File: src/design/fft_num_pkg.sv
package fft_num_pkg;

	localparam int N_POINTS = 16;
	localparam int LOG2_N = 4;          // butterfly stages
	localparam int SAMPLE_W = 8;
	localparam int DATA_W = 16;
	localparam int FRAC_W = 15;         // Q15 twiddles
	localparam int MUL_LANES = 4;

	typedef logic [SAMPLE_W-1:0] sample_t;
	typedef logic signed [DATA_W-1:0] data_t;
	typedef logic [LOG2_N-1:0] point_idx_t;
	typedef logic [LOG2_N-2:0] twiddle_idx_t;

	// entry k holds round(32767 * cos(2*pi*k/N_POINTS))
	localparam data_t TWIDDLE_COS [N_POINTS/2] = '{
		16'sd32767,
		16'sd30273,
		16'sd23170,
		16'sd12539,
		16'sd0,
		-16'sd12539,
		-16'sd23170,
		-16'sd30273
	};

	// entry k holds round(-32767 * sin(2*pi*k/N_POINTS))
	// minus one at k = N_POINTS/4 uses the full negative code
	localparam data_t TWIDDLE_NSIN [N_POINTS/2] = '{
		16'sd0,
		-16'sd12539,
		-16'sd23170,
		-16'sd30273,
		-16'sd32768,
		-16'sd30273,
		-16'sd23170,
		-16'sd12539
	};

endpackage

File: src/design/fft_ctrl_pkg.sv
package fft_ctrl_pkg;
	import fft_num_pkg::*;

	// bottom-half points are covered MUL_LANES at a time
	localparam int MUL_GROUPS = N_POINTS / 2 / MUL_LANES;
	localparam int MUL_GROUP_W = (MUL_GROUPS > 1) ? $clog2(MUL_GROUPS) : 1;

	typedef logic [3:0] stage_sel_t;
	typedef logic [MUL_GROUP_W-1:0] mul_group_t;
	typedef logic [$clog2(LOG2_N)-1:0] span_log_t;   // log2 of butterfly span

	typedef enum logic [2:0] {
		OP_HOLD,
		OP_LOAD,
		OP_BUTTERFLY,
		OP_TWIDDLE,
		OP_REORDER
	} fft_op_e;

	// 2p is a butterfly, 2p+1 the twiddle pass that follows it
	localparam stage_sel_t STAGE_LOAD = stage_sel_t'(1);
	localparam stage_sel_t STAGE_REORDER = stage_sel_t'(2 * LOG2_N + 1);

endpackage

File: src/design/fft_stage_if.sv
interface fft_stage_if import fft_num_pkg::*, fft_ctrl_pkg::*; ();

	fft_op_e op;
	span_log_t span_log;
	point_idx_t lane_addr [MUL_LANES];       // bottom-half point per multiplier
	twiddle_idx_t lane_twiddle [MUL_LANES];

	modport decode (
		output op,
		output span_log,
		output lane_addr,
		output lane_twiddle
	);

	modport execute (
		input op,
		input span_log,
		input lane_addr,
		input lane_twiddle
	);

	modport result (input op);

endinterface

File: src/design/fft_buffer.sv
module fft_buffer import fft_num_pkg::*, fft_ctrl_pkg::*; (
	input logic clk,
	input logic reset,
	fft_stage_if.result cmd,
	input sample_t sample_in [N_POINTS],
	input data_t calc_real [N_POINTS],
	input data_t calc_imag [N_POINTS],
	output data_t work_real [N_POINTS],
	output data_t work_imag [N_POINTS]
);

	data_t next_real [N_POINTS];
	data_t next_imag [N_POINTS];

	function automatic point_idx_t bit_rev(input point_idx_t idx);
		point_idx_t rev;
		for (int b = 0; b < LOG2_N; b++) begin
			rev[b] = idx[LOG2_N-1-b];
		end
		return rev;
	endfunction

	always_comb begin
		next_real = work_real;    // hold by default
		next_imag = work_imag;
		case (cmd.op)
			OP_LOAD: begin
				for (int i = 0; i < N_POINTS; i++) begin
					next_real[i] = {{(DATA_W - SAMPLE_W){1'b0}}, sample_in[i]};  // unsigned samples
					next_imag[i] = '0;
				end
			end
			OP_BUTTERFLY, OP_TWIDDLE: begin
				next_real = calc_real;
				next_imag = calc_imag;
			end
			OP_REORDER: begin
				for (int i = 0; i < N_POINTS; i++) begin
					next_real[bit_rev(point_idx_t'(i))] = work_real[i];
					next_imag[bit_rev(point_idx_t'(i))] = work_imag[i];
				end
			end
			default: ;
		endcase
	end

	always_ff @(posedge clk) begin
		if (reset) begin
			work_real <= '{default: '0};
			work_imag <= '{default: '0};
		end else begin
			work_real <= next_real;
			work_imag <= next_imag;
		end
	end

endmodule

File: src/flat_wrapper.sv
// flat-port wrapper written by rule: the top's interface ports become plain ports
module fft_buffer_flat import fft_num_pkg::*, fft_ctrl_pkg::*;
  (clk, reset, sample_in, calc_real, calc_imag, work_real, work_imag, cmd_op);
  fft_stage_if cmd_i ();
  input logic clk;
  input logic reset;
  input sample_t sample_in[N_POINTS];
  input data_t calc_real[N_POINTS];
  input data_t calc_imag[N_POINTS];
  output data_t work_real[N_POINTS];
  output data_t work_imag[N_POINTS];
  input wire logic [$bits(cmd_i.op)-1:0] cmd_op;
  assign cmd_i.op = cmd_op;
  fft_buffer u_core (.clk(clk), .reset(reset), .cmd(cmd_i), .sample_in(sample_in), .calc_real(calc_real), .calc_imag(calc_imag), .work_real(work_real), .work_imag(work_imag));
endmodule
File: config.mk
export PLATFORM = sky130hd
export DESIGN_NAME = fft_buffer_flat
export DESIGN_NICKNAME = d
export VERILOG_FILES = /design/src/design/fft_num_pkg.sv /design/src/design/fft_ctrl_pkg.sv /design/src/design/fft_stage_if.sv /design/src/design/fft_buffer.sv /design/src/flat_wrapper.sv
export SDC_FILE = /design/constraint.sdc
export NUM_CORES = 1
export LEC_CHECK = 0
export ABC_AREA = 0
export BUFFER_PORTS_ARGS = -buffer_cell sky130_fd_sc_hd__buf_2
export CAP_MARGIN = 0
export CORE_AREA = 5 5 444 446
export CTS_CLUSTER_DIAMETER = 150
export DETAILED_ROUTE_END_ITERATION = 7
export DIE_AREA = 0 0 449 451
export GPL_TIMING_DRIVEN = 0
export PLACE_DENSITY = 0.3
export SYNTH_ARGS = -nofsm -noshare
export SYNTH_HDL_FRONTEND = slang
export SYNTH_SLANG_ARGS = --single-unit
File: constraint.sdc
create_clock -name clk -period 2.4 [get_ports clk]
set_input_delay 0.6 -clock clk [delete_from_list [all_inputs] [get_ports clk]]
set_output_delay 0.6 -clock clk [all_outputs]
set_load 0.01 [all_outputs]
==> impl_results.md, run 1 <==
- Synth area leaders: dfxtp_1, a2111oi_2, o31ai_1, inv_1, nor3_1
- DRC viols: 0
- Mux share of post-synthesis cell area: approximately 4.2%
- Start of the worst register-to-register path: u_core.work_real[176]
- Area of the core: 192000 µm²
- Largest net degree at the start of global routing: 12
- H-tree lvl count: 3
- Final setup vio count: 0
- Layout cells sized above 1: between 40% and 50%
- FF+latch count, synth: 512
- RePlAce Congestion: around 0.91
- Post-synthesis adder-cell area fraction: 0%
- Netlist Area Pre-Place: 26000 µm²
- Largest stage delay, worst path: 0.56 ns
- Die ar.: 202000 µm²
- Rows: 161
- Postcts setup bufs: 0
- Main synth FF type: dfxtp_1
- Synth-to-layout area growth: 45.1%
- Worst hold path type: in -> reg
- EDFF count, synth: 0
- Run status: complete, no violations
- Max Cap Viol: 0
- Period Utilization, post-route: 92.8%
- Hold Fails Final Rpt: 0
- Grt total ovfl: 0
- CP arrival: 2.81 ns
- Setup crit end kind: flop
- Required @ worst endpoint: a little under 3 ns
- CTS clk-pin slew, worst paths: 0.06 ns
- Most frequent cell after synthesis: dfxtp_1
- Cell mode on critical path: buf_2
- Fin nets: between 4000 and 5000
- Buffers on Ports: between 1000 and 1500
- Clk buf depth: 3
- Slew HR: 13.1%
- Antenna violations before repair: around 110
- Final wirelength: between 200000 and 250000 µm
- Clock latency at the later pin of the worst-skew pair: 0.70 ns
- CTS Buf Count: between 70 and 80
- Fin Clk Skew: 0.0353 ns
- WP buf/inv: 5
- Vias per cell: 4.31
- Setup TNS: 0 ns
- Synthesized area per cell: 9.34 µm²
- Largest family of logic cells by synthesized area: compound AO/OA/AOI/OAI gates
- Slew Limit Fails: 0
- Simple-gate portion of the synthesized area: just under 9%
- Width of the die: 449 µm
- WL/cell: approximately 30 µm
- Post-DP HPWL: 166000 µm
- Antenna viol nets, final: 0
- Peak Freq: 449 MHz
- Vias in the first global route: 29800
- Leak: about 0.015 µW
- CTS resizes: 4
- Post-route minimum period: 2.23 ns
- Dpl ws: -1.21 ns
- CTS tree: built
- Syn_nets: 3425
- Compound-gate portion of the synthesized area: a little over a third
- Iteration-0 DRC Markers: 1843
- Worst vdd ir: approximately 0.47 mV
- Register area share after synthesis: about 39%
- XOR/XNOR share of the synthesized area: less than 1%
- Synth warn: 0
- Crit-path cells: buf_2 > buf_4 > buf_6 > buf_2 > buf_2 > nor3_1 > a2111oi_2
- PwrDens: between 700 and 800 nW/µm²
- RSZ-0062 raised after global routing: false
- CP Class: in -> reg
- Ys async rst share: 0%
- Yosys top cell area share: 39.5%
- Post-synth top cells: dfxtp_1, inv_1, nor3_1, o31ai_1, a2111oi_2
- Root Buffer: clkbuf_16
- CP startpoint kind: primary input
- Worst setup margin: around 0.17 ns
- Starting Density: 13.5%
- Global-route wire length before repair: 271000 µm
- Unique cell type count in the Yosys netlist: 28
- Io pins: 1157
- HP Start: calc_imag[2]
- Crit path max fanout: 10
- CTS Hold Buffers Added: 0
- DIE HEIGHT: approximately 450 µm
- Synth Instances: 2780
- Via count: 28600
- Drt pass-1 iters: 5
- Worst Tran Pin Value: between 1 and 1.5 ns
- CTS Sinks: 512
- Delay-heaviest family, CP: buffers and inverters
- Synth area leader: dfxtp_1
- Critical-path top delay cell: buf_2
- Worst setup path startpoint: cmd_op[2]
- Tot GR Track Use: 19.1%
[registers in the layout, indices dropped and copies added (netlist names)]
name and cells:
u_core.work_imag 256, u_core.work_real 256
[cell usage in the layout (no fill, tap or decap), types with 2 or more instances in the layout]
cell and count:
inv_6 2, buf_6 35, nor3_1 288, mux2_2 96, clkbuf_8 24, diode_2 43, a2111oi_1 58, clkbuf_1 140
inv_1 385, clkinv_16 2, nor2_1 224, a22oi_1 96, buf_4 23, buf_2 1305, or3b_1 2, clkbuf_16 78
bufinv_16 4, buf_1 3, a2111oi_0 65, clkbuf_2 6, a211oi_1 32, o22ai_1 128, dfxtp_1 512, a2111oi_2 260
nand2b_1 2, o31ai_1 288, clkinv_2 2
[final timing paths]
| kind | to | slack [ns] | depth (start not counted) |
|---|---|---|---|
| hold reg to reg | u_core.work_real[140] | 0.47 | 2 |
| setup / recovery | u_core.work_imag[112] | 0.17 | 7 |
| setup reg to reg | u_core.work_real[176] | 1.04 | 3 |
| hold / removal | u_core.work_imag[2] | 0.14 | 3 |
[through the flow]
step | total power [µW] | area (µm²) | utilization [%] | cells | hold slack, ns
2_1_floorplan | 12900 | 26000 | - | 2780 | 0.490
3_3_place_gp | 16300 | 34900 | 18.2 | 6460 | 0.465
3_5_place_dp | 16300 | 34900 | 18.2 | 6461 | 0.465
4_1_cts | 28600 | 37600 | 19.5 | 6600 | 0.0394
5_1_grt | 29200 | 37600 | 19.6 | 6620 | 0.0689
6_report | 28000 | 37700 | 19.6 | 6643 | 0.136
[routing by layer]
metal  share of wire (%)  routed length, µm  vias up  GRT usage (%)
met1                  37              75300    14100           20.9
li1                    -                  -    13000              -
met4                 2.6               5270       28           4.95
met3                 6.5              13200      280           4.98
met2                  54             108000     1205           36.4
met5               0.088                177        -              0
[layout make-up]
class / instances / area [µm²]
antenna: 43 / 108
buffer: 336 / 1810
clock buffer: 125 / 2370
clock inverter: 14 / 260
fill: 21800 / 155000
inverter: 386 / 1450
multi-input combinational: 1546 / 12500
sequential: 512 / 10200
tap: 2526 / 3160
timing repair buffer: 1155 / 5790
[report_power, final]
part           internal, µW  switching [µW]
clock                  7200            4800
sequential             9250             857
combinational          2180            3690
[worst register-to-register path, delay by kind of cell (launching register included)]
kind	cells	cell delay, ns
flops	1	0.57
compound gates	2	0.39
mux	1	0.30
[cells by family (layout without fill, tap and decap cells)]
logic type,Yosys count,after routing
DFF,512,512
and+or+nand+nor,518,518
buffers and inverters,722,2016
xor gates and xnor gates,1,1
muxes,97,97
other,0,43
AOI/OAI and AO/OA,930,930
Note: power is estimated with default switching activity, not from simulation.
==> run 2: changes to the inputs <==
--- a/config.mk
+++ b/config.mk
@@ -8,12 +8,14 @@
 export ABC_AREA = 0
 export BUFFER_PORTS_ARGS = -buffer_cell sky130_fd_sc_hd__buf_2
 export CAP_MARGIN = 0
-export CORE_AREA = 5 5 444 446
+export CELL_PAD_IN_SITES_DETAIL_PLACEMENT = 1
+export CELL_PAD_IN_SITES_GLOBAL_PLACEMENT = 2
+export CORE_AREA = 5 5 449 451
 export CTS_CLUSTER_DIAMETER = 150
 export DETAILED_ROUTE_END_ITERATION = 7
-export DIE_AREA = 0 0 449 451
+export DIE_AREA = 0 0 454 456
 export GPL_TIMING_DRIVEN = 0
-export PLACE_DENSITY = 0.3
+export PLACE_DENSITY = 0.42
 export SYNTH_ARGS = -nofsm -noshare
 export SYNTH_HDL_FRONTEND = slang
 export SYNTH_SLANG_ARGS = --single-unit
==> run 2 against run 1 <==
Routed wire length is 4.3% higher. Fmax is 0.29% lower. First-iteration DRC count is 25% lower. Critical path depth stayed put. Worst hold slack better by 0.024 ns. Sequential power hardly changed. Flip-flop and latch count stayed put.
==> impl_results.md, run 2 (same netlist as run 1, synthesis figures left out) <==
- Biggest regs: u_core.work_imag x256, u_core.work_real x256
- Fin nets: 4659 (unchanged)
- Slew HR: 20.9% (+7.8 points)
- Placed cell area: 35100 µm² (+0.40%)
- Synth-to-layout area growth: 45.1% (about the same)
- Global-route wire length before repair: 281000 µm (+3.6%)
- Worst hold slack: 0.161 ns (+0.0245 ns)
- Fill count: 23300 (+6.6%)
- Hold Fails Final Rpt: 0 (unchanged)
- Clk buf depth: 3 (unchanged)
- Vias per cell: 4.26 (-1.1%)
- CTS resizes: 4 (unchanged)
- Comb pwr share: 21.3% (+0.3 points)
- Fin cells: 6745 (+1.5%)
- Io pins: 1157 (unchanged)
- DRC viols: 0 (unchanged)
- Area of the core: 197000 µm² (+2.4%)
- CTS clk-pin slew, worst paths: 0.06 ns (about the same)
- Run status: complete, no violations
- Leak: 0.0152 µW (-0.35%)
- Iteration-0 DRC Markers: 1374 (-25%)
- Postcts setup bufs: 0 (unchanged)
- Crit-path cells: buf_2 > buf_4 > buf_6 > buf_2 > buf_2 > nor3_1 > a2111oi_2
- Antenna violations before repair: 160 (+50%)
- Post-DP HPWL: 173000 µm (+4.0%)
- Hold Crit Depth: 3 (unchanged)
- Final setup vio count: 0 (unchanged)
- Largest net degree at the start of global routing: 20 (+8)
- HP Start: calc_imag[253]
- PwrDens: 740 nW/µm² (-0.35%)
- Rows: 163 (+1.2%)
- Vias in the first global route: 30400 (+2.2%)
- Period Utilization, post-route: 93.0% (+0.27 points)
- RePlAce Congestion: 0.847 (-7.3%)
- Reg2Reg Setup Slack: 1.11 ns (+0.07 ns)
- RSZ-0062 raised after global routing: false
- CTS Buf Count: 78 (+1.3%)
- Most common cell after layout, fill and taps aside: buf_2
- Setup TNS: 0 ns (unchanged)
- Root Buffer: clkbuf_16
- Placed Instances: 6575 (+1.8%)
- Clock latency at the later pin of the worst-skew pair: 0.69 ns (about the same)
- DIE HEIGHT: 456 µm (+1.1%)
- Worst hold path type: in -> reg
- Fin Clk Skew: 0.0236 ns (-0.0117 ns)
- Pint: 18500 µW (-0.94%)
- Antenna viol nets, final: 0 (unchanged)
- CP startpoint kind: primary input
- Peak Freq: 448 MHz (-0.29%)
- Max Cap Viol: 0 (unchanged)
- Required @ worst endpoint: 2.96 ns (-0.02 ns)
- Slew Limit Fails: 0 (unchanged)
- Grt total ovfl: 0 (unchanged)
- Final wirelength: 211000 µm (+4.3%)
- Worst r2r path cells: 3 (unchanged)
- Largest stage delay, worst path: 0.51 ns (-0.05 ns)
- CTS Hold Buffers Added: 0 (unchanged)
- H-tree lvl count: 3 (unchanged)
- Critical-path top delay cell: buf_2
- Die ar.: 207000 µm² (+2.2%)
- Worst vdd ir: 0.465 mV (-2.1%)
- CP arrival: 2.79 ns (-0.02 ns)
- Clock share of power: 42.6% (-0.3 points)
- Starting Density: 13.2% (-0.32 points)
- CTS Sinks: 512 (unchanged)
- Layout cells sized above 1: 45.3% (-0.14 points)
- Cell mode on critical path: buf_2
- CTS tree: built
- Commonest non-fill, non-tap cells in the layout: buf_2, dfxtp_1, inv_1
- Finished Cell Area: 37700 µm² (about the same)
- Post-route minimum period: 2.23 ns (+0.00638 ns)
- Worst Tran Pin Value: 1.19 ns (-0.118 ns)
- NetSw: 9430 µW (+0.86%)
- CP Class: in -> reg
- Tot GR Track Use: 19.5% (+0.41 points)
- Buffers on Ports: 1154 (unchanged)
- Share of total power in sequential cells: 36.1% (about the same)
- Switching part of the total: 33.8% (+0.40 points)
- Drt pass-1 iters: 5 (unchanged)
- Via count: 28700 (+0.41%)
- Worst R2R End: u_core.work_real[117]
- Crit path max fanout: 10 (unchanged)
- WL/cell: 31.3 µm (+2.8%)
- Setup crit end kind: flop
- Width of the die: 454 µm (+1.1%)
- WHS Endpoint: u_core.work_imag[253]
- Start of the worst register-to-register path: u_core.work_real[117]
[run 2: changes by cell type in the layout (fill, tap and decap cells not counted), moves of 2 or more]
cell,delta
diode_2,-9
clkinv_2,+2
clkbuf_8,-7
clkbuf_2,-2
clkinv_16,-2
clkbuf_16,+3
clkbuf_1,+4
[run 2: how the worst max path moves through the flow]
stage / start / to / cells past startpoint
after floorplan: cmd_op[1] / u_core.work_real[176] / 7
after global placement: reset / u_core.work_imag[73] / 4
after detailed placement: cmd_op[1] / u_core.work_imag[140] / 6
after CTS: cmd_op[2] / u_core.work_imag[140] / 7
after global routing: cmd_op[2] / u_core.work_imag[140] / 7
final: cmd_op[2] / u_core.work_real[26] / 7
[run 2: final cells by class]
| type | count | area (µm²) | area share [%] |
|---|---|---|---|
| multi-input cells | 1546 | 12500 | 33.1 |
| repair buffers | 1155 | 5790 | 15.4 |
| clock inverters | 13 | 171 | 0.455 |
| well taps | 2640 | 3300 | 8.77 |
| inverters | 386 | 1450 | 3.85 |
| diodes | 34 | 85.1 | 0.226 |
| plain buffers | 335 | 1810 | 4.80 |
| flip-flops and latches | 512 | 10200 | 27.2 |
| clock buffers | 124 | 2360 | 6.26 |
[run 2: power by group through the flow]
stage | Combinational [µW] | Clock, µW | Sequential [µW]
floorplan | 2670 | 0 | 10200
global placement | 6070 | 0 | 10300
detailed placement | 6090 | 0 | 10300
CTS | 6110 | 12400 | 10100
global route | 6410 | 12600 | 10200
finish | 5940 | 11900 | 10100
[run 2: metrics by stage]
step	total power, µW	utilization, %	worst slack [ns]
finish	27900	19.1	0.167
global route	29200	19.1	0.0647
CTS	28600	19.1	0.0932
detailed placement	16400	17.8	-1.10
global placement	16300	17.8	-1.24
floorplan	12900	-	0.528
[run 2: worst max-delay path, delay by kind of cell]
| family | cells | cell delay (ns) |
|---|---|---|
| compound gates | 1 | 0.31 |
| buf+inv | 5 | 1.69 |
| simple gates | 1 | 0.19 |
[run 2: metal layers]
layer,up-vias,wire length (µm),global-route usage [%]
li1,13000,-,-
met1,14200,80900,21.8
met2,1095,109000,35.7
met3,371,15200,5.78
met4,58,5970,5.54
met5,-,368,0
==> run 3: changes to the inputs <==
==> constraint.sdc (replaced) <==
create_clock -name clk -period 2.3 [get_ports clk]
set_input_delay 0.575 -clock clk [delete_from_list [all_inputs] [get_ports clk]]
set_output_delay 0.575 -clock clk [all_outputs]
set_load 0.01 [all_outputs]
==> run 3 against run 2 <==
Cell count did not move. Clock power rose by 4%. Setup slack lost 0.076 ns. Critical endpoint unchanged. Largest cell class unchanged.
==> impl_results.md, run 3 (same netlist as run 1, synthesis figures left out) <==
- H-tree lvl count: 3 (unchanged)
- Peak Freq: 453 MHz
- Tot GR Track Use: 19.5% (unchanged)
- Met3 Resource Use GR: 5.78% (unchanged)
- Leak: 0.0152 µW (about the same)
- Hold Fails Final Rpt: 0 (unchanged)
- Worst R2R End: u_core.work_real[117]
- CP startpoint kind: primary input
- Final setup vio count: 0 (unchanged)
- WL/cell: 31.3 µm (unchanged)
- WP buf/inv: 5 (unchanged)
- Worst setup margin: 0.0914 ns (-0.0761 ns)
- Postcts setup bufs: 0 (unchanged)
- Max Cap Viol: 0 (unchanged)
- Worst r2r path cells: 3 (unchanged)
- Iteration-0 DRC Markers: 1374 (unchanged)
- Post-DP HPWL: 173000 µm (unchanged)
- Layout cells sized above 1: 45.3% (unchanged)
- Antenna viol nets, final: 0 (unchanged)
- Start of the worst register-to-register path: u_core.work_real[117]
- Post-route minimum period: 2.21 ns
- Fill count: 23300 (+0.0043%)
- Final wirelength: 211000 µm (unchanged)
- Delay-heaviest family, CP: buffers and inverters
- Root Buffer: clkbuf_16
- WHS Endpoint: u_core.work_imag[253]
- Drt pass-1 iters: 5 (unchanged)
- Reg2Reg Setup Slack: 1.01 ns (-0.10 ns)
- Vias per cell: 4.26 (about the same)
- Clock latency at the later pin of the worst-skew pair: 0.69 ns (about the same)
- DIE HEIGHT: 456 µm (unchanged)
- Critical-path top delay cell: buf_2
- Final design utilization: 19.1% (about the same)
- PwrDens: 772 nW/µm² (+4.3%)
- Run status: complete, no violations
- Via count: 28700 (-0.0070%)
- Starting Density: 13.2% (unchanged)
- Worst hold path type: in -> reg
- Dpl ws: -1.17 ns (-0.0750 ns)
- Synth-to-layout area growth: 45.1% (about the same)
- Period Utilization, post-route: 96.0%
- Slew HR: 20.9% (unchanged)
- Worst vdd ir: 0.485 mV (+4.3%)
- Clk buf depth: 3 (unchanged)
- Buffers on Ports: 1154 (unchanged)
- Crit path max fanout: 10 (unchanged)
- CTS Buf Count: 78 (unchanged)
- CTS Hold Buffers Added: 0 (unchanged)
- Worst Tran Pin Value: 1.19 ns (unchanged)
- Cell mode on critical path: buf_2
- DRC viols: 0 (unchanged)
- CTS clk-pin slew, worst paths: 0.06 ns (about the same)
- CP Class: in -> reg
- Commonest non-fill, non-tap cells in the layout: buf_2, dfxtp_1, inv_1
- Die ar.: 207000 µm² (unchanged)
- Grt met2 use: 35.7% (unchanged)
- Required @ worst endpoint: 2.86 ns (-0.10 ns)
- Hold Crit Depth: 3 (unchanged)
- HP Start: calc_imag[253]
- CP arrival: 2.77 ns (-0.02 ns)
- Fin Clk Skew: 0.0236 ns (+0.00000820 ns)
- Grt total ovfl: 0 (unchanged)
- Antenna violations before repair: 160 (unchanged)
- CTS resizes: 4 (unchanged)
- Fin nets: 4659 (unchanged)
- Crit-path cells: buf_2 > buf_4 > buf_6 > buf_2 > buf_2 > nor3_1 > a2111oi_2
- CTS Sinks: 512 (unchanged)
- Rows: 163 (unchanged)
- Met1 Use GR: 21.8% (unchanged)
- Slew Limit Fails: 0 (unchanged)
- Area of the core: 197000 µm² (unchanged)
- GR peak layer: met2
- Largest stage delay, worst path: 0.51 ns (about the same)
- Vias in the first global route: 30400 (unchanged)
- CTS tree: built
- Global-route wire length before repair: 281000 µm (unchanged)
- Largest net degree at the start of global routing: 20 (unchanged)
- Biggest regs: u_core.work_imag x256, u_core.work_real x256
- RSZ-0062 raised after global routing: false
- Io pins: 1157 (unchanged)
- RePlAce Congestion: 0.847 (unchanged)
- Most common cell after layout, fill and taps aside: buf_2
- Setup crit end kind: flop
- Width of the die: 454 µm (unchanged)
## run 3: changes by cell type in the layout (fill, tap and decap cells not counted)
cell / delta
clkbuf_4: +1
buf_2: -1
## run 3: area by class of cell
class	count	area, µm²	share of cell area [%]
Clock buffer	124	2360	6.26
Timing Repair Buffer	1155	5790	15.4
Inverter	386	1450	3.85
Multi-Input combinational cell	1546	12500	33.1
Tap cell	2640	3300	8.77
Buffer	335	1810	4.80
Antenna cell	34	85.1	0.226
Clock inverter	13	171	0.455
Sequential cell	512	10200	27.2
## run 3: worst max-delay path by stage
stage / start / end / slack [ns] / cells past startpoint
after global placement: reset / u_core.work_imag[73] / -1.32 / 4
after global routing: cmd_op[1] / u_core.work_real[25] / 0.009 / 6
after floorplan: cmd_op[1] / u_core.work_real[176] / 0.45 / 7
after CTS: cmd_op[2] / u_core.work_imag[140] / 0.02 / 7
final: cmd_op[2] / u_core.work_real[26] / 0.09 / 7
after detailed placement: cmd_op[1] / u_core.work_imag[140] / -1.17 / 6
## run 3: stage by stage
stage,cell area [µm²],hold slack (ns),instances,setup TNS [ns],power (µW)
detailed placement,35100,0.471,6575,-389.41,17100
floorplan,26000,0.490,2780,0,13500
CTS,37600,0.0284,6711,0,29800
global route,37600,0.0870,6725,0,30400
global placement,35000,0.465,6574,-405.41,17000
finish,37700,0.136,6745,0,29100
## run 3: where the power goes
group          switching (µW)  total [µW]  internal [µW]
clock                    5050       12400           7340
sequential                866       10500           9650
combinational            3930        6200           2270
total                    9840       29100          19300
## run 3: worst min-delay path, stage by stage
cell and delay (ns):
buf_2 0.07, a22oi_1 0.05, nor2_1 0.07
## run 3: metal layers
metal  up-vias  share of wire (%)
li1      13000                  -
met1     14200                 38
met2      1095                 51
met3       371                7.2
met4        58                2.8
met5         -               0.17
